<file path="src/logic/gpio_pkg.sv">
package gpio_pkg;

  // ----------------------------------------------------------
  // Pin side
  // ----------------------------------------------------------

  // Number of general purpose pins handled by the peripheral
  localparam int unsigned GPIO_COUNT = 16;

  // Flops in each input synchronizer chain
  localparam int unsigned SYNC_STAGES = 2;

  // ----------------------------------------------------------
  // Bus side
  // ----------------------------------------------------------

  // Byte address width, registers sit on word boundaries
  localparam int unsigned ADDR_W = 5;

  // Bus data width, bits above GPIO_COUNT read as zero
  localparam int unsigned DATA_W = 32;

  // Byte offset bits inside one data word
  localparam int unsigned ADDR_LSB = $clog2(DATA_W / 8);

  // Word offset bits used to select a register
  localparam int unsigned REG_IDX_W = ADDR_W - ADDR_LSB;

  // Register word offsets
  // Byte address is offset times four
  // A byte address that is not word aligned counts as unmapped
  typedef enum logic [REG_IDX_W-1:0] {
    // Pin enable
    REG_EN,
    // Direction, 1 = output
    REG_DIR,
    // Output value
    REG_OUT,
    // Masked input view, read only
    REG_IN,
    // Toggle request, write only pulse, reads zero
    REG_TOGGLE,
    // Interrupt enable
    REG_INTR_EN,
    // Edge select, 1 = rising, 0 = falling
    REG_INTR_EDGE,
    // Sticky status, write 1 to clear
    REG_INTR_STATUS
  } gpio_reg_e;

endpackage

</file>
<file path="src/logic/gpio_hw_if.sv">
`timescale 1ns/100ps

interface gpio_hw_if
  import gpio_pkg::*;
();

  // Configuration from the register file to the pin logic
  logic [GPIO_COUNT-1:0] en;
  logic [GPIO_COUNT-1:0] dir;
  logic [GPIO_COUNT-1:0] out;
  // One cycle toggle request per pin
  logic [GPIO_COUNT-1:0] toggle;
  logic [GPIO_COUNT-1:0] intr_en;
  logic [GPIO_COUNT-1:0] intr_edge;

  // Status from the pin logic back to the register file
  // Synchronized input already masked by the input condition
  logic [GPIO_COUNT-1:0] sync_in;
  // New OUT value, only meaningful where out_valid is set
  logic [GPIO_COUNT-1:0] out_next;
  logic [GPIO_COUNT-1:0] out_valid;
  // Qualified edge, one pulse per edge
  logic [GPIO_COUNT-1:0] intr;

  // Register file side
  modport reg_mp (
    output en, dir, out, toggle, intr_en, intr_edge,
    input  sync_in, out_next, out_valid, intr
  );

  // Pin logic side
  modport hw_mp (
    input  en, dir, out, toggle, intr_en, intr_edge,
    output sync_in, out_next, out_valid, intr
  );

endinterface

</file>
<file path="src/logic/gpio_sync.sv">
`timescale 1ns/100ps

module gpio_sync
  import gpio_pkg::*;
(
  input  logic clk_i,
  input  logic reset_i,
  // Asynchronous pin level
  input  logic serial_i,
  // Synchronized level, SYNC_STAGES edges after serial_i
  output logic sync_o,
  // Synchronized level one edge older
  output logic delayed_o
);

  // Shift chain, bit 0 samples the pin
  logic [SYNC_STAGES-1:0] sync_q;
  // Previous synchronized value for edge detection
  logic                   delayed_q;

  // ----------------------------------------------------------
  // Synchronizer chain and delay flop
  // ----------------------------------------------------------
  always_ff @(posedge clk_i) begin
    if (reset_i) begin
      sync_q    <= '0;
      delayed_q <= 1'b0;
    end else begin
      // Shift toward the MSB, new sample enters at bit 0
      sync_q    <= {sync_q[SYNC_STAGES-2:0], serial_i};
      delayed_q <= sync_q[SYNC_STAGES-1];
    end
  end

  // Last stage of the chain is the synchronized level
  assign sync_o    = sync_q[SYNC_STAGES-1];
  assign delayed_o = delayed_q;

endmodule

</file>
<file path="src/logic/gpio_reg_file.sv">
`timescale 1ns/100ps

module gpio_reg_file
  import gpio_pkg::*;
(
  input  logic              clk_i,
  input  logic              reset_i,
  // Request side of the bus
  input  logic              bus_req_i,
  input  logic              bus_we_i,
  input  logic [ADDR_W-1:0] bus_addr_i,
  input  logic [DATA_W-1:0] bus_wdata_i,
  // Response side of the bus
  output logic              bus_gnt_o,
  output logic              bus_rvalid_o,
  output logic [DATA_W-1:0] bus_rdata_o,
  // Configuration out, pin status in
  gpio_hw_if.reg_mp         hw
);

  // Register storage
  logic [GPIO_COUNT-1:0] en_q;
  logic [GPIO_COUNT-1:0] dir_q;
  logic [GPIO_COUNT-1:0] out_q;
  logic [GPIO_COUNT-1:0] toggle_q;
  logic [GPIO_COUNT-1:0] intr_en_q;
  logic [GPIO_COUNT-1:0] intr_edge_q;
  logic [GPIO_COUNT-1:0] intr_status_q;

  // Decode
  gpio_reg_e             reg_sel;
  logic                  addr_aligned;
  logic                  wr_en;
  logic                  rd_en;
  logic [GPIO_COUNT-1:0] wdata_pins;

  // Response
  logic [GPIO_COUNT-1:0] rdata_pins;
  logic                  rvalid_q;
  logic [DATA_W-1:0]     rdata_q;

  // ----------------------------------------------------------
  // Bus decode
  // ----------------------------------------------------------

  // Grant is immediate, no back-pressure
  assign bus_gnt_o = bus_req_i;

  // Word offset picks the register
  assign reg_sel      = gpio_reg_e'(bus_addr_i[ADDR_W-1:ADDR_LSB]);
  assign addr_aligned = (bus_addr_i[ADDR_LSB-1:0] == '0);

  // Misaligned accesses act as unmapped
  assign wr_en = bus_req_i & bus_we_i & addr_aligned;
  assign rd_en = bus_req_i & ~bus_we_i & addr_aligned;

  // Only the low pin bits of write data are stored
  assign wdata_pins = bus_wdata_i[GPIO_COUNT-1:0];

  // ----------------------------------------------------------
  // Register storage
  // ----------------------------------------------------------
  always_ff @(posedge clk_i) begin
    if (reset_i) begin
      en_q          <= '0;
      dir_q         <= '0;
      out_q         <= '0;
      toggle_q      <= '0;
      intr_en_q     <= '0;
      intr_edge_q   <= '0;
      intr_status_q <= '0;
    end else begin
      // Toggle lasts one cycle unless rewritten
      toggle_q <= '0;

      // Pin logic updates to OUT, a bus write below overrides
      out_q <= (out_q & ~hw.out_valid) | (hw.out_next & hw.out_valid);

      // New edges set status, clearing happens below
      intr_status_q <= intr_status_q | hw.intr;

      if (wr_en) begin
        unique case (reg_sel)
          REG_EN:          en_q        <= wdata_pins;
          REG_DIR:         dir_q       <= wdata_pins;
          REG_OUT:         out_q       <= wdata_pins;
          REG_TOGGLE:      toggle_q    <= wdata_pins;
          REG_INTR_EN:     intr_en_q   <= wdata_pins;
          REG_INTR_EDGE:   intr_edge_q <= wdata_pins;
          // Write one clears, a set in the same cycle wins
          REG_INTR_STATUS: intr_status_q <= (intr_status_q & ~wdata_pins) | hw.intr;
          // IN is read only
          default:         ;
        endcase
      end
    end
  end

  // ----------------------------------------------------------
  // Read path
  // ----------------------------------------------------------

  // Read mux, zero for writes and unmapped offsets
  always_comb begin
    rdata_pins = '0;
    if (rd_en) begin
      unique case (reg_sel)
        REG_EN:          rdata_pins = en_q;
        REG_DIR:         rdata_pins = dir_q;
        REG_OUT:         rdata_pins = out_q;
        REG_IN:          rdata_pins = hw.sync_in;
        REG_INTR_EN:     rdata_pins = intr_en_q;
        REG_INTR_EDGE:   rdata_pins = intr_edge_q;
        REG_INTR_STATUS: rdata_pins = intr_status_q;
        // TOGGLE is write only
        default:         rdata_pins = '0;
      endcase
    end
  end

  // Response one cycle after the accepted request
  always_ff @(posedge clk_i) begin
    if (reset_i) begin
      rvalid_q <= 1'b0;
      rdata_q  <= '0;
    end else begin
      rvalid_q <= bus_req_i;
      // Upper bits zero extended
      rdata_q  <= DATA_W'(rdata_pins);
    end
  end

  assign bus_rvalid_o = rvalid_q;
  assign bus_rdata_o  = rdata_q;

  // Configuration toward the pin logic
  assign hw.en        = en_q;
  assign hw.dir       = dir_q;
  assign hw.out       = out_q;
  assign hw.toggle    = toggle_q;
  assign hw.intr_en   = intr_en_q;
  assign hw.intr_edge = intr_edge_q;

endmodule

</file>
<file path="src/logic/gpio_pin_ctrl.sv">
`timescale 1ns/100ps

module gpio_pin_ctrl
  import gpio_pkg::*;
(
  input  logic                  clk_i,
  input  logic                  reset_i,
  input  logic [GPIO_COUNT-1:0] gpio_i,
  output logic [GPIO_COUNT-1:0] gpio_o,
  output logic [GPIO_COUNT-1:0] gpio_out_en_o,
  output logic [GPIO_COUNT-1:0] gpio_in_sync_o,
  output logic                  interrupt_o,
  gpio_hw_if.hw_mp              hw
);

  // Synchronized level and its one cycle older copy
  logic [GPIO_COUNT-1:0] sync_lvl;
  logic [GPIO_COUNT-1:0] in_sync;

  // Pin roles
  logic [GPIO_COUNT-1:0] is_input;
  logic [GPIO_COUNT-1:0] is_output;

  // Edge detection
  logic [GPIO_COUNT-1:0] rise;
  logic [GPIO_COUNT-1:0] fall;
  logic [GPIO_COUNT-1:0] pin_edge;

  // ----------------------------------------------------------
  // Input synchronizers, one per pin
  // ----------------------------------------------------------
  for (genvar idx = 0; idx < GPIO_COUNT; idx++) begin : gen_sync
    gpio_sync i_sync (
      .clk_i     (clk_i),
      .reset_i   (reset_i),
      .serial_i  (gpio_i[idx]),
      .sync_o    (sync_lvl[idx]),
      .delayed_o (in_sync[idx])
    );
  end

  // Older copy is what the rest of the chip sees
  assign gpio_in_sync_o = in_sync;

  // Enabled pins are inputs with dir clear, outputs with dir set
  assign is_input  = hw.en & ~hw.dir;
  assign is_output = hw.en & hw.dir;

  // Output gating
  assign gpio_o        = hw.out & is_output;
  assign gpio_out_en_o = is_output;

  // Input view for the IN register
  assign hw.sync_in = in_sync & is_input;

  // Toggle returns inverted OUT on output pins only
  assign hw.out_valid = hw.toggle & is_output;
  assign hw.out_next  = ~hw.out & hw.out_valid;

  // ----------------------------------------------------------
  // Interrupts
  // ----------------------------------------------------------
  assign rise = sync_lvl & ~in_sync;
  assign fall = ~sync_lvl & in_sync;

  // Per pin polarity select
  assign pin_edge = (rise & hw.intr_edge) | (fall & ~hw.intr_edge);

  // Masked by enable and input role
  assign hw.intr    = pin_edge & hw.intr_en & is_input;
  assign interrupt_o = |hw.intr;

endmodule

</file>
<file path="src/logic/gpio_top.sv">
`timescale 1ns/100ps

module gpio_top
  import gpio_pkg::*;
(
  input  logic                  clk_i,
  input  logic                  reset_i,
  // Bus requests from the master
  input  logic                  bus_req_i,
  input  logic                  bus_we_i,
  input  logic [ADDR_W-1:0]     bus_addr_i,
  input  logic [DATA_W-1:0]     bus_wdata_i,
  // Bus responses to the master
  output logic                  bus_gnt_o,
  output logic                  bus_rvalid_o,
  output logic [DATA_W-1:0]     bus_rdata_o,
  // Pin side
  input  logic [GPIO_COUNT-1:0] gpio_i,
  output logic [GPIO_COUNT-1:0] gpio_o,
  output logic [GPIO_COUNT-1:0] gpio_out_en_o,
  output logic [GPIO_COUNT-1:0] gpio_in_sync_o,
  // One cycle pulse per qualifying edge group
  output logic                  interrupt_o
);

  // Register file to pin logic link
  gpio_hw_if hw_if ();

  // Bus decode and register storage
  gpio_reg_file i_reg_file (
    .clk_i        (clk_i),
    .reset_i      (reset_i),
    .bus_req_i    (bus_req_i),
    .bus_we_i     (bus_we_i),
    .bus_addr_i   (bus_addr_i),
    .bus_wdata_i  (bus_wdata_i),
    .bus_gnt_o    (bus_gnt_o),
    .bus_rvalid_o (bus_rvalid_o),
    .bus_rdata_o  (bus_rdata_o),
    .hw           (hw_if.reg_mp)
  );

  // Synchronizers, gating, toggle and interrupt logic
  gpio_pin_ctrl i_pin_ctrl (
    .clk_i          (clk_i),
    .reset_i        (reset_i),
    .gpio_i         (gpio_i),
    .gpio_o         (gpio_o),
    .gpio_out_en_o  (gpio_out_en_o),
    .gpio_in_sync_o (gpio_in_sync_o),
    .interrupt_o    (interrupt_o),
    .hw             (hw_if.hw_mp)
  );

endmodule

</file>
<file path="config.mk">
export PLATFORM = sky130hd
export DESIGN_NAME = gpio_top
export DESIGN_NICKNAME = d
export VERILOG_FILES = /design/src/logic/gpio_pkg.sv /design/src/logic/gpio_hw_if.sv /design/src/logic/gpio_sync.sv /design/src/logic/gpio_reg_file.sv /design/src/logic/gpio_pin_ctrl.sv /design/src/logic/gpio_top.sv
export SDC_FILE = /design/constraint.sdc
export NUM_CORES = 1
export LEC_CHECK = 0
export ABC_AREA = 0
export BUFFER_PORTS_ARGS = -buffer_cell sky130_fd_sc_hd__buf_2
export CAP_MARGIN = 20
export CORE_ASPECT_RATIO = 1.5
export CORE_UTILIZATION = 45
export CTS_CLUSTER_DIAMETER = 50
export DETAILED_ROUTE_END_ITERATION = 12
export PLACE_DENSITY = 0.63
export REMOVE_ABC_BUFFERS = 1
export SYNTH_ARGS = -nofsm -noshare
export SYNTH_HDL_FRONTEND = slang
export SYNTH_SLANG_ARGS = --single-unit
</file>
<file path="constraint.sdc">
create_clock -name clk_i -period 2.1 [get_ports clk_i]
set_clock_uncertainty 0.15 [all_clocks]
set_input_delay 0.42 -clock clk_i [delete_from_list [all_inputs] [get_ports clk_i]]
set_output_delay 0.42 -clock clk_i [all_outputs]
set_load 0.02 [all_outputs]
</file>
==> out/qor.yml, run 1 <==
status:
  status: "finished, violations left"
  violations: "setup timing"
logic_synthesis:
  ys_types: 49
  yosysSeqAreaShare_pct: 45.5
  ys_async_sr_fraction_pct: 0
  netlist_top_cells_count: "177 x dfxtp_1, 98 x nand2_1, 74 x nor2_1"
  netlist_instances: 842
  synth_top_area_share_pct: 45.5
  yosysTopAreaCell: "dfxtp_1"
  syn_area_per_cell_um2: 9.25
  synth-main-ff-cell: "dfxtp_1"
  synth_seq_cells: 177
  yosysWarnings: 0
  yosysMostFrequentCell: "dfxtp_1"
  synth_area_leaders: "dfxtp_1 46%, mux2i_1 5.1%, nand2_1 4.7%, nor2b_1 4.3%, buf_4 4.2%"
  netlist_area_um2: 7780
  synth_edf_count: 0
flow_run:
  drv.max_cap_violation_count: 0
power:
  combPwrFrac_pct: 5.8
  power.density_nw_per_um2: 733
  power.share.sequential_pct: 47.5
  swShare_pct: 21.8
  vdd_drop_max_uv: 436
  pwr-share-clk_pct: 46.7
  leakage_nw: 4.01
  p_total_mw: 7.21
  switching_power_mw: 1.57
  intPower_mw: 5.64
cells_and_area:
  largest-register: "i_pin_ctrl.gen_sync.i_sync.sync_q"
  largest_reg_flops: 32
  antenna_cells_inserted: 0
  design_area_um2: 9840
  drive_above_1_share_pct: 29.6
  final_net_count: 1068
  areaGrowthSynthToFinish_pct: 26.4
global_route:
  grt_max_degree: 87
  gr-total-overflow: 0
  grt_pass1_vias: 6361
  antenna_found_initial: 1
  grt_pass1_wl_um: 32800
  grt_use_total_pct: 24.6
critical_path:
  r2r_cells: 5
  crit_type: "reg2out"
  r2r-start: "i_reg_file.hw.intr_edge[0]"
  cp-end-kind: "primary output"
  reg2reg_to: "i_reg_file.intr_status_q[0]"
  r2r_setup_slack_ns: 0.50
  cp_max_fo: 3
  worstPathArrival_ns: 1.86
  required_ns: 1.53
  critical_path.startpoint_type: "flop"
  critPathLaunch: "i_pin_ctrl.gen_sync[1].i_sync.sync_q[1]"
timing:
  rsz0062_at_grt: "yes"
  drv_slew: 0
  fin_crit_ns: 2.43
  max_freq_ghz: 0.412
  worst_slack_ns: -0.327
  fin_crit_sh_pct: 116
  hold_violations: 0
  finalSetupViolCount: 1
min_path:
  hp-start: "gpio_i[8]"
  hold_path_class: "in2reg"
  whs_path_depth: 2
  min_to: "i_pin_ctrl.gen_sync[8].i_sync.sync_q[0]"
place:
  dp_hpwl_um: 14200
  place_area_um2: 9010
  gp_congestion: 0.824
  portBuffers: 107
floorplanning:
  start_util_pct: 46.2
  die_h_um: 163
  rows: 58
  core_um2: 16800
  die_w_um: 109
  num_io_pins: 140
  fp.dieArea_um2: 17800
detailed_routing:
  via_per_inst: 5.38
  drt_iter0_markers: 402
  final_antenna_net_count: 0
  drt-pass1-iter-count: 7
  drc: 0
  detail_route.wl_per_cell_um: 16.9
  routed_wl_um: 20900
  vias: 6634
clocking:
  cts.sinks: 177
  clk_latency_ns: 0.43
  cts_buffers: 17
  clk_path_buf_depth: 2
  clk_pin_slew_ns: 0.06
  postCtsHoldBufs: 0
  root_buffer: "clkbuf_16"
  cts_tree: "built"
  h-tree-depth: 4
metrics by stage:
step | setup slack [ns] | instances | hold slack, ns | setup TNS, ns | utilization [%]
6_report | -0.327 | 1234 | 0.0450 | -0.327 | 58.4
5_1_grt | -0.376 | 1234 | 0.0321 | -0.376 | 58.4
4_1_cts | -0.337 | 1234 | 0.0285 | -0.337 | 58.3
3_5_place_dp | -0.204 | 1203 | 0.275 | -0.204 | 53.5
3_3_place_gp | -0.245 | 1203 | 0.265 | -0.245 | 53.5
2_1_floorplan | -0.147 | 773 | 0.264 | -3.71 | -
metal layers:
layer,up-vias,GRT usage (%),routed length [um]
met5,-,0,12
met4,2,13.0,811
met3,52,4.51,1120
met2,209,40.0,10200
met1,3158,30.4,8680
li1,3213,-,-
cell type report:
cell class | count | area, um^2
clock buffer | 22 | 474
clock inverter | 10 | 156
fill | 1535 | 7000
inverter | 4 | 15.0
multi-input combinational | 592 | 3930
sequential | 177 | 3550
tap | 210 | 263
timing repair buffer | 219 | 1450
critical path, cell delays in order (launching register included):
cell and delay (ns):
dfxtp_1 0.33, or3b_2 0.48, a21oi_4 0.23, a2111oi_4 0.07, nand4_1 0.15, buf_4 0.16
worst max path at each step:
stage | slack [ns] | endpoint
finish | -0.33 | interrupt_o
global route | -0.38 | interrupt_o
CTS | -0.34 | interrupt_o
detailed placement | -0.20 | interrupt_o
global placement | -0.24 | interrupt_o
floorplan | -0.15 | i_reg_file.hw.en[0]
what timing repair did:
| action | in CTS | in global routing |
|---|---|---|
| buffers inserted | 3 | 0 |
| setup endpoints to repair | 1 | 1 |
| resized for setup | 42 | 4 |
| pin swaps | 9 | 3 |
cells by family after synthesis:
family | synth area share (%)
XOR/XNOR | 1.80
AND/OR/NAND/NOR | 27.6
AO/OA/AOI/OAI | 10.3
flip-flops | 45.5
multiplexers | 7.60
other | 0.0482
buffers and inverters | 7.17
placed cells by master, fill, tap and decap left out, drive strengths merged, types with 3 or more instances in the layout:
master,synthesis,final
a31oi,7,7
and3,20,20
conb,1,16
clkinv,0,5
nor3b,15,15
o2bb2ai,7,7
nor4,3,3
mux4,4,4
nand4b,3,3
bufinv,0,4
nor2,74,74
o21ai,6,6
buf,65,219
nand3,3,3
nand2,98,98
a221oi,6,6
inv,4,4
dfxtp,177,177
nor2b,54,54
xor2,16,16
nor3,19,19
mux2,9,9
nand3b,25,25
and3b,7,7
mux2i,40,40
nand4bb,7,7
a222oi,10,10
clkbuf,19,22
a211oi,21,21
or3b,14,14
and2,33,33
a21oi,58,58
power by group through the flow:
| stage | clock network (mW) | registers (mW) | logic [mW] |
|---|---|---|---|
| final | 3.37 | 3.43 | 0.416 |
| after CTS | 3.43 | 3.43 | 0.415 |
| after global placement | 0 | 3.50 | 0.407 |
| after detailed placement | 0 | 3.50 | 0.409 |
| after floorplan | 0 | 3.51 | 0.134 |
| after global routing | 3.59 | 3.43 | 0.449 |
(Power assumes the default switching activity.)
==> run 2, diff against run 1 <==
Settings changed: CTS_CLUSTER_SIZE set to 10, GPL_TIMING_DRIVEN set to 0.
==> run 2 against run 1 <==
The flow still finishes with violations (setup timing). Total power decreased by 7.2%. Global-route usage down 1.1 points. Final area down 6.7%. Wire length down 5.4%. First-iteration DRC count up 0.75%. Clock power is 15% lower. Core utilization fell by 3.9 points. Sequential power hardly changed. Critical endpoint unchanged. Largest cell class unchanged. Highest routed layer is now met4.
==> out/qor.yml, run 2 (synthesis gave the netlist of run 1 again) <==
detailed_routing:
  drt_iter0_markers: 405  # +0.75%
  vias: 6157  # -7.2%
  via_per_inst: 5.38  # +0.11%
  final_antenna_net_count: 0  # unchanged
  drc: 0  # unchanged
  detail_route.wl_per_cell_um: 17.3  # +2.0%
  routed_wl_um: 19700  # -5.4%
  drt-pass1-iter-count: 5  # -2
critical_path:
  cp-end-kind: "primary output"
  cp_max_fo: 3  # unchanged
  required_ns: 1.53  # about the same
  crit_chain: "or3b_4, a211oi_4, nor4_2, nand4_1, buf_4"
  crit_type: "reg2out"
  cp_slowest_cell: "or3b_4"
  crit_family: "simple AND/OR/NAND/NOR gates"
  critical_path.startpoint_type: "flop"
  cp_num_buf_inv: 1  # unchanged
  worstPathArrival_ns: 1.87  # about the same
  slowest_delay_ns: 0.39  # -0.09 ns
cells_and_area:
  areaGrowthSynthToFinish_pct: 17.8
  final_common_cell: "dfxtp_1"
  final_cell_mix: "157 x dfxtp_1, 102 x buf_2, 96 x nand2_1, 74 x nor2_1, 53 x nor2b_1"
  drive_above_1_share_pct: 24.9  # -4.6 points
  largest-register: "i_pin_ctrl.gen_sync.i_sync.sync_q"
  fill_cells: 1555  # +1.3%
  largest_reg_flops: 32  # unchanged
  antenna_cells_inserted: 0  # unchanged
  final_net_count: 980  # -8.2%
floorplanning:
  die_w_um: 109  # unchanged
  num_io_pins: 140  # unchanged
  die_h_um: 163  # unchanged
  rows: 58  # unchanged
  start_util_pct: 46.2  # unchanged
  fp.dieArea_um2: 17800  # unchanged
  core_um2: 16800  # unchanged
power:
  switching_power_mw: 1.53  # -2.3%
  pwr-share-clk_pct: 43.0  # -3.7 points
  leakage_nw: 3.50  # -13%
  vdd_drop_max_uv: 543  # +25%
  swShare_pct: 22.9  # +1.1 points
  intPower_mw: 5.16  # -8.5%
  combPwrFrac_pct: 5.7  # about the same
  power.share.sequential_pct: 51.3  # +3.8 points
  power.density_nw_per_um2: 730  # -0.45%
timing:
  fin_crit_sh_pct: 116  # +0.48 points
  rsz0062_at_grt: "yes"
  tns_ns: -0.337  # -0.00998 ns
  worst_hold_slack_ns: 0.0399  # -0.00512 ns
  tightest_slew_ns: 0.738
  max_freq_ghz: 0.410  # -0.41%
  hold_violations: 0  # unchanged
  max_slew_margin_pct: 50.4
  drv_slew: 0  # unchanged
  finalSetupViolCount: 1  # unchanged
  fin_crit_ns: 2.44  # +0.00998 ns
  worst_slack_ns: -0.337  # -0.00998 ns
clocking:
  h-tree-depth: 4  # unchanged
  clk_pin_slew_ns: 0.06  # about the same
  clk_path_buf_depth: 2  # unchanged
  cts_buffers: 17  # unchanged
  cts.sinks: 177  # unchanged
  root_buffer: "clkbuf_16"
  clk_latency_ns: 0.43  # about the same
  cts_tree: "built"
global_route:
  gr-total-overflow: 0  # unchanged
  antenna_found_initial: 0  # -1
  grt_max_degree: 120  # +38%
  grt_use_total_pct: 23.4  # -1.1 points
  grt_pass1_wl_um: 31500  # -3.8%
  grt_pass1_vias: 5955  # -6.4%
place:
  dp_hpwl_um: 12400  # -13%
  gp_congestion: 0.780  # -5.4%
  portBuffers: 107  # unchanged
status:
  status: "finished, violations left"
  violations: "setup timing"
flow_run:
  drv.max_cap_violation_count: 0  # unchanged
min_path:
  hold_path_class: "in2reg"
==> run 2: cell count changes in the layout (fill, tap and decap cells not counted), moves of 3 or more <==
cell        change
buf_2           -3
a21oi_4         +3
buf_6           +4
bufinv_16       -4
buf_12          -5
clkbuf_1        +3
buf_4          -89
buf_16          +3
clkinv_2        -3
dfxtp_1        -12
or3b_4          +3
dfxtp_2        +12
clkinvlp_4      +3
a21oi_2         -3
==> run 2: layer usage <==
layer | GRT usage, % | routed length, um | vias up
li1 | - | - | 3031
met1 | 29.3 | 8520 | 2934
met2 | 39.5 | 9870 | 159
met3 | 4.35 | 884 | 33
met4 | 8.97 | 471 | 0
met5 | 0 | 0 | -
==> run 2: power by group through the flow <==
stage	registers (mW)	logic (mW)	clock network (mW)
detailed placement	3.51	0.358	0
CTS	3.43	0.379	2.93
finish	3.43	0.381	2.88
global route	3.44	0.412	3.08
floorplan	3.51	0.134	0
global placement	3.51	0.346	0
==> run 2: cell type report <==
cell class                 instances  area (um^2)  share of cell area, %
inverter                           4         18.8                  0.205
tap                              210          263                   2.86
clock inverter                     4         27.5                  0.300
multi-input combinational        592         3980                   43.3
clock buffer                      26          499                   5.44
timing repair buffer             131          821                   8.95
sequential                       177         3570                   38.9
==> run 2: final timing paths <==
kind	start	slack [ns]	end	depth (start not counted)
max	i_pin_ctrl.gen_sync[3].i_sync.delayed_o	-0.34	interrupt_o	5
min	gpio_i[8]	0.04	i_pin_ctrl.gen_sync[8].i_sync.sync_q[0]	2
max reg2reg	i_reg_file.hw.intr_edge[13]	0.40	i_reg_file.intr_status_q[13]	6
min reg2reg	i_pin_ctrl.gen_sync[0].i_sync.sync_q[0]	0.28	i_pin_ctrl.gen_sync[0].i_sync.sync_q[1]	1
==> run 2: worst register-to-register path: stages, from the launching register on <==
cell,delay (ns)
dfxtp_1,0.33
or3b_1,0.39
a211oi_2,0.29
buf_4,0.16
buf_4,0.10
nor3b_1,0.04
nor3_1,0.17
==> run 2: timing repair <==
item,4_1_cts,5_1_grt
endpoints found under the setup margin,116,40
buffers inserted,16,1
gates resized for setup,74,6
hold buffers,0,0
pin swaps,16,1
==> run 2: per-stage QoR <==
step	instances	instance area, um^2	util [%]	setup WS, ns	power (mW)
finish	1144	9170	54.5	-0.337	6.70
global route	1144	9170	54.5	-0.388	6.93
CTS	1143	9150	54.3	-0.309	6.74
detailed placement	1097	8230	48.9	-1.43	3.86
global placement	1090	8100	48.1	-2.15	3.85
floorplan	773	7300	-	-0.147	3.64
==> run 3, diff against run 2 <==
--- a/config.mk
+++ b/config.mk
@@ -11,5 +11,4 @@
 export CORE_ASPECT_RATIO = 1.5
 export CORE_UTILIZATION = 45
-export CTS_CLUSTER_DIAMETER = 50
 export CTS_CLUSTER_SIZE = 10
 export DETAILED_ROUTE_END_ITERATION = 12
==> constraint.sdc (replaced) <==
create_clock -name clk_i -period 2.1 [get_ports clk_i]
set_clock_uncertainty 0.15 [all_clocks]
set_input_delay 0.63 -clock clk_i [delete_from_list [all_inputs] [get_ports clk_i]]
set_output_delay 0.63 -clock clk_i [all_outputs]
set_load 0.02 [all_outputs]
==> run 3 against run 2 <==
The run still ends with setup timing left. Total power is 0.22% higher. Sequential cell count stayed put. Combinational power is 2% higher. Setup slack worse by 0.21 ns. Critical path depth stayed put. Sequential share of layout area is 0.23 points lower. Global-route usage hardly changed. Critical path type unchanged.
==> out/qor.yml, run 3 (synthesis gave the netlist of run 1 again) <==
clocking:
  clk_latency_ns: 0.43  # about the same
  clk_path_buf_depth: 2  # unchanged
  cts_tree: "built"
  clk_pin_slew_ns: 0.06  # about the same
  postCtsHoldBufs: 0  # unchanged
  root_buffer: "clkbuf_16"
  h-tree-depth: 4  # unchanged
  cts_buffers: 17  # unchanged
  cts.sinks: 177  # unchanged
detailed_routing:
  final_antenna_net_count: 0  # unchanged
  drt_iter0_markers: 426  # +5.2%
  drc: 0  # unchanged
  routed_wl_um: 19700  # -0.26%
  drt-pass1-iter-count: 5  # unchanged
  vias: 6200  # +0.70%
  via_per_inst: 5.41  # +0.44%
  detail_route.wl_per_cell_um: 17.2  # -0.52%
cells_and_area:
  largest_reg_flops: 32  # unchanged
  largest-register: "i_pin_ctrl.gen_sync.i_sync.sync_q"
  fill_cells: 1543  # -0.77%
  drive_above_1_share_pct: 25.4  # +0.45 points
  multi_input_area_um2: 4010  # +0.72%
  seq_area_um2: 3570  # about the same
  final_net_count: 983  # +0.31%
  areaGrowthSynthToFinish_pct: 18.6
  final_common_cell: "dfxtp_1"
  final_cell_mix: "156 x dfxtp_1, 102 x buf_2, 96 x nand2_1, 74 x nor2_1, 53 x nor2b_1"
  design_area_um2: 9230  # +0.63%
  antenna_cells_inserted: 0  # unchanged
timing:
  tightest_slew_ns: 0.560  # -0.178 ns
  hold_violations: 0  # unchanged
  fin_crit_ns: 2.64  # +0.207 ns
  fin_crit_sh_pct: 126  # +9.9 points
  max_freq_ghz: 0.378  # -7.8%
  finalSetupViolCount: 1  # unchanged
  drv_slew: 0  # unchanged
  worst_slack_ns: -0.544  # -0.207 ns
  max_slew_margin_pct: 62.6  # +12 points
  rsz0062_at_grt: "yes"
place:
  gp_congestion: 0.780  # unchanged
  dp_hpwl_um: 12400  # unchanged
  portBuffers: 107  # unchanged
  place_area_um2: 8230  # unchanged
  place_ws_ns: -1.64  # -0.210 ns
floorplanning:
  start_util_pct: 46.2  # unchanged
  rows: 58  # unchanged
  core_um2: 16800  # unchanged
  num_io_pins: 140  # unchanged
  fp.dieArea_um2: 17800  # unchanged
  die_w_um: 109  # unchanged
  die_h_um: 163  # unchanged
critical_path:
  cp-end-kind: "primary output"
  r2r-start: "i_reg_file.hw.intr_edge[13]"
  cp_max_fo: 3  # unchanged
  crit_type: "reg2out"
  required_ns: 1.32  # -0.21 ns
  reg2reg_to: "i_reg_file.intr_status_q[13]"
  r2r_cells: 6  # unchanged
  worstPathArrival_ns: 1.86  # about the same
  critical_path.startpoint_type: "flop"
  r2r_setup_slack_ns: 0.41  # about the same
min_path:
  hp-start: "gpio_i[8]"
  hold_path_class: "in2reg"
  min_to: "i_pin_ctrl.gen_sync[8].i_sync.sync_q[0]"
  whs_path_depth: 2  # unchanged
flow_run:
  drv.max_cap_violation_count: 0  # unchanged
status:
  violations: "setup timing"
  status: "finished, violations left"
global_route:
  grt_use_total_pct: 23.5  # +0.033 points
  grt_pass1_vias: 5954  # -0.017%
  antenna_found_initial: 0  # unchanged
  grt_pass1_wl_um: 31500  # about the same
  gr-total-overflow: 0  # unchanged
  grt_max_degree: 120  # unchanged
power:
  p_total_mw: 6.71  # +0.22%
  power.density_nw_per_um2: 727  # -0.40%
  vdd_drop_max_uv: 507  # -6.6%
  leakage_nw: 3.53  # +0.74%
run 3: routing by layer:
layer  GRT usage (%)  share of wire, %  vias up  wire length [um]
li1                -                 -     3044                 -
met1            29.1                43     2962              8440
met2            39.8                50      162              9900
met3            4.31               4.3       32               838
met4            9.21               2.6        0               509
met5               0                 0        -                 0
run 3: final cells by class:
class,count,share of cell area (%)
repair buffers,134,9.19
inverters,4,0.203
well taps,210,2.85
flip-flops and latches,177,38.7
clock inverters,4,0.298
clock buffers,26,5.41
multi-input cells,592,43.4
run 3: worst max path at each step:
stage | start | endpoint | slack [ns] | depth (start not counted)
global placement | bus_addr_i[2] | i_reg_file.hw.dir[6] | -2.36 | 5
CTS | i_pin_ctrl.gen_sync[3].i_sync.delayed_o | interrupt_o | -0.52 | 5
detailed placement | bus_addr_i[4] | i_reg_file.bus_rdata_o[0] | -1.64 | 5
global route | i_pin_ctrl.gen_sync[3].i_sync.delayed_o | interrupt_o | -0.60 | 5
floorplan | bus_addr_i[0] | i_reg_file.hw.en[0] | -0.36 | 4
finish | i_pin_ctrl.gen_sync[3].i_sync.delayed_o | interrupt_o | -0.54 | 5
run 3: critical path, cell delays in order, from the launching register on:
cell	delay, ns
dfxtp_2	0.34
or3b_4	0.39
a211oi_4	0.31
nor4_2	0.10
nand4_1	0.12
buf_4	0.16
run 3: stage by stage:
step           hold WS, ns  setup TNS, ns  util [%]  instances
2_1_floorplan        0.264         -10.54         -        773
3_3_place_gp         0.267        -268.29      48.1       1090
3_5_place_dp         0.272        -148.69      48.9       1097
4_1_cts              0.240         -0.519      54.6       1145
5_1_grt              0.251         -0.598      54.8       1147
6_report             0.249         -0.544      54.8       1147
run 3: where the power goes:
part	internal (mW)	switching [mW]	leakage (nW)
Clock	1.62	1.27	0.249
Combinational	0.136	0.252	1.84
Sequential	3.41	0.0274	1.44
Total	5.17	1.55	3.53
run 3: what timing repair did:
action	in CTS	in global routing
pin swaps	17	1
buffers inserted	18	2
resized for setup	82	6
endpoints found under the setup margin	129	52
